$ cat config.mk
export PLATFORM = sky130hd
export DESIGN_NAME = icache_ctrl_unit
export DESIGN_NICKNAME = d
export VERILOG_FILES = /design/src/logic/icache_ctrl_pkg.sv /design/src/logic/icache_ack_tracker.sv /design/src/logic/icache_ctrl_fsm.sv /design/src/logic/icache_ctrl_regs.sv /design/src/logic/icache_ctrl_unit.sv
export SDC_FILE = /design/constraint.sdc
export NUM_CORES = 1
export LEC_CHECK = 0
export ABC_AREA = 1
export BUFFER_PORTS_ARGS = -buffer_cell sky130_fd_sc_hd__buf_2
export CORE_MARGIN = 4
export CORE_UTILIZATION = 30
export DETAILED_ROUTE_END_ITERATION = 16
export PLACE_DENSITY_LB_ADDON = 0.1
export SYNTH_ARGS = -nofsm -noshare
export SYNTH_HDL_FRONTEND = slang
export SYNTH_SLANG_ARGS = --single-unit
$ cat constraint.sdc
create_clock -name clk_i -period 5.1 [get_ports clk_i]
set_input_delay 1.53 -clock clk_i [delete_from_list [all_inputs] [get_ports clk_i]]
set_output_delay 1.53 -clock clk_i [all_outputs]
set_load 0.05 [all_outputs]
$ cat src/logic/icache_ctrl_pkg.sv
// Instruction cache control unit shared constants, bus and core types
`default_nettype none

package icache_ctrl_pkg;

    localparam int unsigned NB_CORES = 8;
    localparam int unsigned ID_WIDTH = 5;

    // Word index taken from address bits 7:2
    localparam int unsigned WORD_IDX_LSB = 2;
    localparam int unsigned WORD_IDX_W   = 6;

    localparam logic [WORD_IDX_W-1:0] ADDR_BYPASS = 6'd0;
    localparam logic [WORD_IDX_W-1:0] ADDR_FLUSH  = 6'd1;
    localparam logic [WORD_IDX_W-1:0] ADDR_MAGIC  = 6'd2;

    localparam logic [31:0] MAGIC_WORD    = 32'hBADD_A555;
    localparam logic [31:0] UNMAPPED_WORD = 32'hDEAD_A555;

    // Peripheral bus request, wen high means read
    typedef struct packed {
        logic                req;
        logic [31:0]         addr;
        logic                wen;
        logic [31:0]         wdata;
        logic [3:0]          be;
        logic [ID_WIDTH-1:0] id;
    } periph_req_t;

    typedef struct packed {
        logic                gnt;
        logic                r_valid;
        logic                r_opc;
        logic [ID_WIDTH-1:0] r_id;
        logic [31:0]         r_rdata;
    } periph_rsp_t;

    // One bit per core towards the caches
    typedef struct packed {
        logic [NB_CORES-1:0] bypass_req;
        logic [NB_CORES-1:0] flush_req;
    } core_req_t;

    typedef struct packed {
        logic [NB_CORES-1:0] bypass_ack;
        logic [NB_CORES-1:0] flush_ack;
    } core_ack_t;

    typedef enum logic [1:0] {
        WR_NONE,
        WR_BYPASS,
        WR_FLUSH,
        WR_OTHER
    } wr_op_e;

    typedef enum logic [1:0] {
        IDLE,
        WAIT_BYPASS,
        WAIT_FLUSH
    } ctrl_state_e;

    typedef enum logic [1:0] {
        TRACK_NONE,
        TRACK_BYPASS,
        TRACK_FLUSH
    } track_op_e;

endpackage

`default_nettype wire

$ cat src/logic/icache_ack_tracker.sv
// Sticky per-core acknowledge collection for a pending bypass or flush
`default_nettype none

module icache_ack_tracker (
    input  wire logic                       clk_i,
    input  wire logic                       rst_ni,
    input  wire icache_ctrl_pkg::track_op_e track_op_i,
    input  wire icache_ctrl_pkg::core_req_t core_req_i,
    input  wire icache_ctrl_pkg::core_ack_t core_ack_i,
    output logic                            done_o
);

    import icache_ctrl_pkg::*;

    logic [NB_CORES-1:0] settled_q;
    logic [NB_CORES-1:0] match;
    logic [NB_CORES-1:0] seen;

    // Per-core settle condition for the selected operation
    always_comb
    begin
        case (track_op_i)
            TRACK_BYPASS:
            begin
                match = ~(core_ack_i.bypass_ack ^ core_req_i.bypass_req);
            end
            TRACK_FLUSH:
            begin
                // Cores without a flush request count as done
                match = ~core_req_i.flush_req | core_ack_i.flush_ack;
            end
            default:
            begin
                match = '0;
            end
        endcase
    end

    assign seen   = settled_q | match;
    assign done_o = (track_op_i != TRACK_NONE) && (&seen);

    always_ff @(posedge clk_i or negedge rst_ni)
    begin
        if (!rst_ni)
        begin
            settled_q <= '0;
        end
        else if (done_o || track_op_i == TRACK_NONE)
        begin
            settled_q <= '0; // Fresh start for the next operation
        end
        else
        begin
            settled_q <= seen;
        end
    end

endmodule

`default_nettype wire

$ cat src/logic/icache_ctrl_fsm.sv
// Peripheral bus FSM with grant, ack waiting states and registered response
`default_nettype none

module icache_ctrl_fsm (
    input  wire logic                         clk_i,
    input  wire logic                         rst_ni,
    input  wire icache_ctrl_pkg::periph_req_t bus_req_i,
    input  wire icache_ctrl_pkg::wr_op_e      wr_op_i,
    input  wire logic [31:0]                  rd_data_i,
    input  wire logic                         track_done_i,
    output icache_ctrl_pkg::periph_rsp_t      bus_rsp_o,
    output logic                              accept_o,
    output icache_ctrl_pkg::track_op_e        track_op_o,
    output logic                              flush_clear_o
);

    import icache_ctrl_pkg::*;

    ctrl_state_e         state_q;
    ctrl_state_e         state_d;
    logic                gnt;
    logic                rsp_set;
    logic [31:0]         rsp_data;
    logic                r_valid_q;
    logic [ID_WIDTH-1:0] r_id_q;
    logic [31:0]         r_rdata_q;

    assign gnt      = (state_q == IDLE);
    assign accept_o = bus_req_i.req & gnt;

    always_comb
    begin
        state_d  = state_q;
        rsp_set  = 1'b0;
        rsp_data = '0;

        case (state_q)
            IDLE:
            begin
                if (accept_o)
                begin
                    if (bus_req_i.wen)
                    begin
                        rsp_set  = 1'b1; // Read data sampled now
                        rsp_data = rd_data_i;
                    end
                    else
                    begin
                        case (wr_op_i)
                            WR_BYPASS: state_d = WAIT_BYPASS;
                            WR_FLUSH:  state_d = WAIT_FLUSH;
                            default:   rsp_set = 1'b1;
                        endcase
                    end
                end
            end

            WAIT_BYPASS, WAIT_FLUSH:
            begin
                if (track_done_i)
                begin
                    state_d = IDLE;
                    rsp_set = 1'b1;
                end
            end

            default:
            begin
                state_d = IDLE;
            end
        endcase
    end

    always_comb
    begin
        case (state_q)
            WAIT_BYPASS: track_op_o = TRACK_BYPASS;
            WAIT_FLUSH:  track_op_o = TRACK_FLUSH;
            default:     track_op_o = TRACK_NONE;
        endcase
    end

    assign flush_clear_o = (state_q == WAIT_FLUSH) & track_done_i;

    always_ff @(posedge clk_i or negedge rst_ni)
    begin
        if (!rst_ni)
        begin
            state_q   <= IDLE;
            r_valid_q <= 1'b0;
        end
        else
        begin
            state_q   <= state_d;
            r_valid_q <= rsp_set;
        end
    end

    // Response payload, id held from acceptance until the reply
    always_ff @(posedge clk_i)
    begin
        if (accept_o)
        begin
            r_id_q <= bus_req_i.id;
        end
        if (rsp_set)
        begin
            r_rdata_q <= rsp_data;
        end
    end

    always_comb
    begin
        bus_rsp_o.gnt     = gnt;
        bus_rsp_o.r_valid = r_valid_q;
        bus_rsp_o.r_opc   = 1'b0;
        bus_rsp_o.r_id    = r_id_q;
        bus_rsp_o.r_rdata = r_rdata_q;
    end

endmodule

`default_nettype wire

$ cat src/logic/icache_ctrl_regs.sv
// Bypass and flush control registers with write decode and read mux
`default_nettype none

module icache_ctrl_regs (
    input  wire logic                         clk_i,
    input  wire logic                         rst_ni,
    input  wire icache_ctrl_pkg::periph_req_t bus_req_i,
    input  wire logic                         accept_i,
    input  wire logic                         flush_clear_i,
    output icache_ctrl_pkg::wr_op_e           wr_op_o,
    output logic [31:0]                       rd_data_o,
    output icache_ctrl_pkg::core_req_t        core_req_o
);

    import icache_ctrl_pkg::*;

    logic [WORD_IDX_W-1:0] word_idx;
    logic                  wr_accept;
    logic [31:0]           bypass_q;
    logic [31:0]           flush_q;

    assign word_idx  = bus_req_i.addr[WORD_IDX_LSB +: WORD_IDX_W];
    assign wr_accept = accept_i & ~bus_req_i.wen;

    // Kind of write seen in the accept cycle
    always_comb
    begin
        wr_op_o = WR_NONE;
        if (wr_accept)
        begin
            case (word_idx)
                ADDR_BYPASS: wr_op_o = WR_BYPASS;
                ADDR_FLUSH:  wr_op_o = WR_FLUSH;
                default:     wr_op_o = WR_OTHER;
            endcase
        end
    end

    always_ff @(posedge clk_i or negedge rst_ni)
    begin
        if (!rst_ni)
        begin
            bypass_q <= '0;
        end
        else if (wr_accept && word_idx == ADDR_BYPASS)
        begin
            bypass_q <= bus_req_i.wdata;
        end
    end

    // Flush mask is dropped once every selected core has flushed
    always_ff @(posedge clk_i or negedge rst_ni)
    begin
        if (!rst_ni)
        begin
            flush_q <= '0;
        end
        else if (flush_clear_i)
        begin
            flush_q <= '0;
        end
        else if (wr_accept && word_idx == ADDR_FLUSH)
        begin
            flush_q <= bus_req_i.wdata;
        end
    end

    always_comb
    begin
        case (word_idx)
            ADDR_BYPASS: rd_data_o = bypass_q;
            ADDR_FLUSH:  rd_data_o = flush_q;
            ADDR_MAGIC:  rd_data_o = MAGIC_WORD;
            default:     rd_data_o = UNMAPPED_WORD;
        endcase
    end

    // A set bit enables the cache, so the request is the inverse
    assign core_req_o.bypass_req = ~bypass_q[NB_CORES-1:0];
    assign core_req_o.flush_req  = flush_q[NB_CORES-1:0];

endmodule

`default_nettype wire

$ cat src/logic/icache_ctrl_unit.sv
// Instruction cache control unit top, joins registers, ack tracker and bus FSM
`default_nettype none

module icache_ctrl_unit (
    input  wire logic                         clk_i,
    input  wire logic                         rst_ni,
    input  wire icache_ctrl_pkg::periph_req_t bus_req_i,
    output icache_ctrl_pkg::periph_rsp_t      bus_rsp_o,
    output icache_ctrl_pkg::core_req_t        core_req_o,
    input  wire icache_ctrl_pkg::core_ack_t   core_ack_i
);

    import icache_ctrl_pkg::*;

    logic        accept;
    logic        flush_clear;
    logic        track_done;
    logic [31:0] rd_data;
    wr_op_e      wr_op;
    track_op_e   track_op;
    core_req_t   core_req;

    icache_ctrl_regs regs_i (
        .clk_i         (clk_i),
        .rst_ni        (rst_ni),
        .bus_req_i     (bus_req_i),
        .accept_i      (accept),
        .flush_clear_i (flush_clear),
        .wr_op_o       (wr_op),
        .rd_data_o     (rd_data),
        .core_req_o    (core_req)
    );

    // Tracker watches the same requests that go out to the caches
    icache_ack_tracker tracker_i (
        .clk_i      (clk_i),
        .rst_ni     (rst_ni),
        .track_op_i (track_op),
        .core_req_i (core_req),
        .core_ack_i (core_ack_i),
        .done_o     (track_done)
    );

    icache_ctrl_fsm fsm_i (
        .clk_i         (clk_i),
        .rst_ni        (rst_ni),
        .bus_req_i     (bus_req_i),
        .wr_op_i       (wr_op),
        .rd_data_i     (rd_data),
        .track_done_i  (track_done),
        .bus_rsp_o     (bus_rsp_o),
        .accept_o      (accept),
        .track_op_o    (track_op),
        .flush_clear_o (flush_clear)
    );

    assign core_req_o = core_req;

endmodule

`default_nettype wire

==> impl_metrics.tcl <==
set metrics [dict create \
    avgSynthCellArea_um2 9.01 \
    p_switching_w 0.00102 \
    postRouteWirelength_um 13800 \
    r2r-start "fsm_i.state_q[0]" \
    period_needed_ns 3.74 \
    syn_inst 585 \
    synth_most_common_cell "nand2_1" \
    fin_area_mm2 0.00624 \
    synth_top_area_share 0.356 \
    p_comb_frac 0.308 \
    cts_htree_levels 3 \
    register_area_mm2 0.00299 \
    dieArea_mm2 0.0197 \
    via_count 4064 \
    slew_headroom 0.219 \
    worst_slew_pin_slew_ns 1.17 \
    worstPathCellList "buf_2 > nor2_1 > nand3b_1 > nor2_2 > inv_1 > nand2_1 > inv_1 > ha_1 > nor2_1 > nor2_1 > nand2_1 > a21oi_4 > buf_12" \
    grt_max_degree 76 \
    fmax_ghz 0.267 \
    outcome "completed" \
    grt_pass1_wl_um 22600 \
    synth_edf_count 37 \
    power_frac_clock 0.256 \
    critPathKind "input port to flip-flop" \
    cp-start-kind "input port" \
    clockBufferDepth 2 \
    period_share 0.734 \
    ir_drop_uv 160 \
    seq_power_share 0.436 \
    io_buffers 117 \
    diodes 0 \
    ff2ff_path_depth 11 \
    ys_ff_latch 112 \
    die-height_um 141 \
    drt_iter0_drc 261 \
    grt_overflow_total 0 \
    fp.coreArea_mm2 0.0172 \
    placementRows 48 \
    grt_util_all_layers 0.146 \
    crit_end "fsm_i.r_rdata_q[27]" \
    gp_congestion 0.752 \
    finClkSkew_ns 0.0105 \
    post_dp_cell_area_mm2 0.00596 \
    crit_slowest_cell "a21oi_4" \
    synthTopCellsByArea "dfrtp_1, edfxtp_1, nand2_1" \
    slew_viol_final 0 \
    setup_violations 0 \
    cts_buffers 9 \
    cts.reportedPaths.clkPinSlew_ns 0.08 \
    cp.arrival_ns 3.79 \
    dr.pass1.iters 5 \
    dp_slack_ns 0.936 \
    area_delta_synth_final_pct 18.5 \
    drcViolationCount 0 \
    wl_per_cell_um 15.1 \
    internal_power_w 0.00166 \
    num-fill-cells 1779 \
    critPathMaxStageDelay_ns 0.48 \
    cp_max_fo 20 \
    synth_nets 684 \
    dpl.hpwl_um 8950 \
    setup_ws_ns 1.36 \
    synth_top_area_cell "dfrtp_1" \
    yosysSeqAreaShare 0.567 \
    hold_viol_final 0 \
    ys_types 30 \
    regToRegSetupSlack_ns 2.17 \
    utilization 0.362 \
    top_level_ports 149 \
    power_density_mw_per_mm2 429 \
    switching_share 0.380 \
    antenna_found_initial 0 \
    path_delay_family "simple AND/OR/NAND/NOR gates" \
    crit_start "bus_req_i[47]" \
    synth-async-reset-ratio 0.670 \
    cts_setup_buffers 0 \
    ys.flop_type "dfrtp_1" \
    synth_common_cells "nand2_1, inv_1, dfrtp_1" \
    syn_area_mm2 0.00527 \
    end_kind "flip-flop" \
    multi_input_area_mm2 0.00164 \
    cts.sinks 112 \
    vias_per_cell 4.46 \
    p_leak_nw 2.98 \
    finalNetCount 780 \
    ant_nets 0 \
    r2r_end "fsm_i.r_rdata_q[27]" \
    clk_latency_ns 0.35 \
    drv_cap 0 \
    critPathBufInv 4 \
    yosysWarnings 0 \
    grt_pass1_vias 4222 \
    start_util 0.306 \
    cp_num_cells 13 \
    timing.setup.tns_ns 0 \
    drive_above_1_share 0.255 \
    hp-class "flip-flop to flip-flop" \
    cts_tree "yes" \
    path_common_cell "nor2_1" \
    cts_hold_buf 0 \
    die_w_um 141 \
    rsz0062_at_grt "no" \
    cts_root_buf "clkbuf_16" \
    cts_resized 0 \
    worstPathRequired_ns 5.15 \
]
-- logic make-up after synthesis --
| family | after synthesis | synth area share |
|---|---|---|
| and+or+nand+nor | 207 | 0.163 |
| buffers and inverters | 147 | 0.125 |
| AOI/OAI and AO/OA | 112 | 0.130 |
| DFF | 112 | 0.567 |
| adders and majority gates | 6 | 0.0142 |
| other | 1 | 0.000712 |
-- power by group through the flow --
stage,sequential (W),combinational (W),clock [W]
final,0.00117,0.000824,0.000685
after global routing,0.00118,0.000910,0.000745
after CTS,0.00117,0.000840,0.000707
after detailed placement,0.00119,0.000838,0
after global placement,0.00118,0.000827,0
after floorplan,0.00139,0.000429,0
-- final cells by class --
cell class              count  area share
flip-flops and latches    112       0.479
multi-input cells         326       0.262
repair buffers            122       0.102
inverters                 110      0.0662
well taps                 225      0.0451
clock buffers              11      0.0389
clock inverters             5     0.00662
-- tightest hold or removal path: cells and delay by family, from the launching register on --
kind,cells,cell delay (ns)
AOI/OAI and AO/OA,1,0.06
DFF,1,0.35
and+or+nand+nor,1,0.05
-- per-layer routing --
| metal | part of all wire | vias up | GRT usage |
|---|---|---|---|
| met4 | 0.020 | 0 | 0.0546 |
| met3 | 0.046 | 16 | 0.0256 |
| met5 | 0 | - | 0 |
| met1 | 0.46 | 1913 | 0.192 |
| li1 | - | 2035 | - |
| met2 | 0.48 | 100 | 0.241 |
-- registers in the layout (all words and copies together), names as in the netlist --
signal               count
regs_i.bypass_q         32
fsm_i.state_q            2
fsm_i.r_rdata_q         32
tracker_i.settled_q      8
fsm_i.r_valid_q          1
fsm_i.r_id_q             5
regs_i.flush_q          32
-- placed cells by master (no fill, tap or decap), types with 2 or more instances in the layout --
| cell | instances |
|---|---|
| a21oi_1 | 8 |
| nor2_1 | 39 |
| dfrtp_1 | 75 |
| edfxtp_1 | 37 |
| nand3_1 | 11 |
| inv_2 | 6 |
| nor2_2 | 15 |
| buf_4 | 5 |
| a221oi_1 | 4 |
| nand2_1 | 136 |
| o221a_2 | 12 |
| ha_1 | 6 |
| clkinv_4 | 2 |
| inv_1 | 104 |
| nand2_2 | 2 |
| a31oi_1 | 3 |
| a22oi_1 | 12 |
| o21ai_0 | 55 |
| buf_2 | 116 |
| o21ai_1 | 17 |
| clkbuf_16 | 9 |
-- how the worst min path moves through the flow --
| stage | startpoint | end | slack (ns) | depth (start not counted) |
|---|---|---|---|---|
| global route | regs_i.bypass_q[16] | regs_i.bypass_q[16] | 0.53 | 2 |
| finish | regs_i.bypass_q[31] | regs_i.bypass_q[31] | 0.49 | 2 |
| CTS | regs_i.bypass_q[31] | regs_i.bypass_q[31] | 0.49 | 2 |
| global placement | regs_i.bypass_q[31] | regs_i.bypass_q[31] | 0.47 | 2 |
| floorplan | regs_i.bypass_q[10] | regs_i.bypass_q[10] | 0.45 | 2 |
| detailed placement | regs_i.bypass_q[31] | regs_i.bypass_q[31] | 0.47 | 2 |
-- metrics by stage --
step / std cells / hold slack, ns / power (W)
after floorplan: 585 / 0.453 / 0.00182
after global routing: 911 / 0.528 / 0.00284
after global placement: 895 / 0.465 / 0.00201
after CTS: 911 / 0.493 / 0.00272
final: 911 / 0.492 / 0.00268
after detailed placement: 895 / 0.473 / 0.00202
No activity file was read; power rests on OpenSTA's default activity.
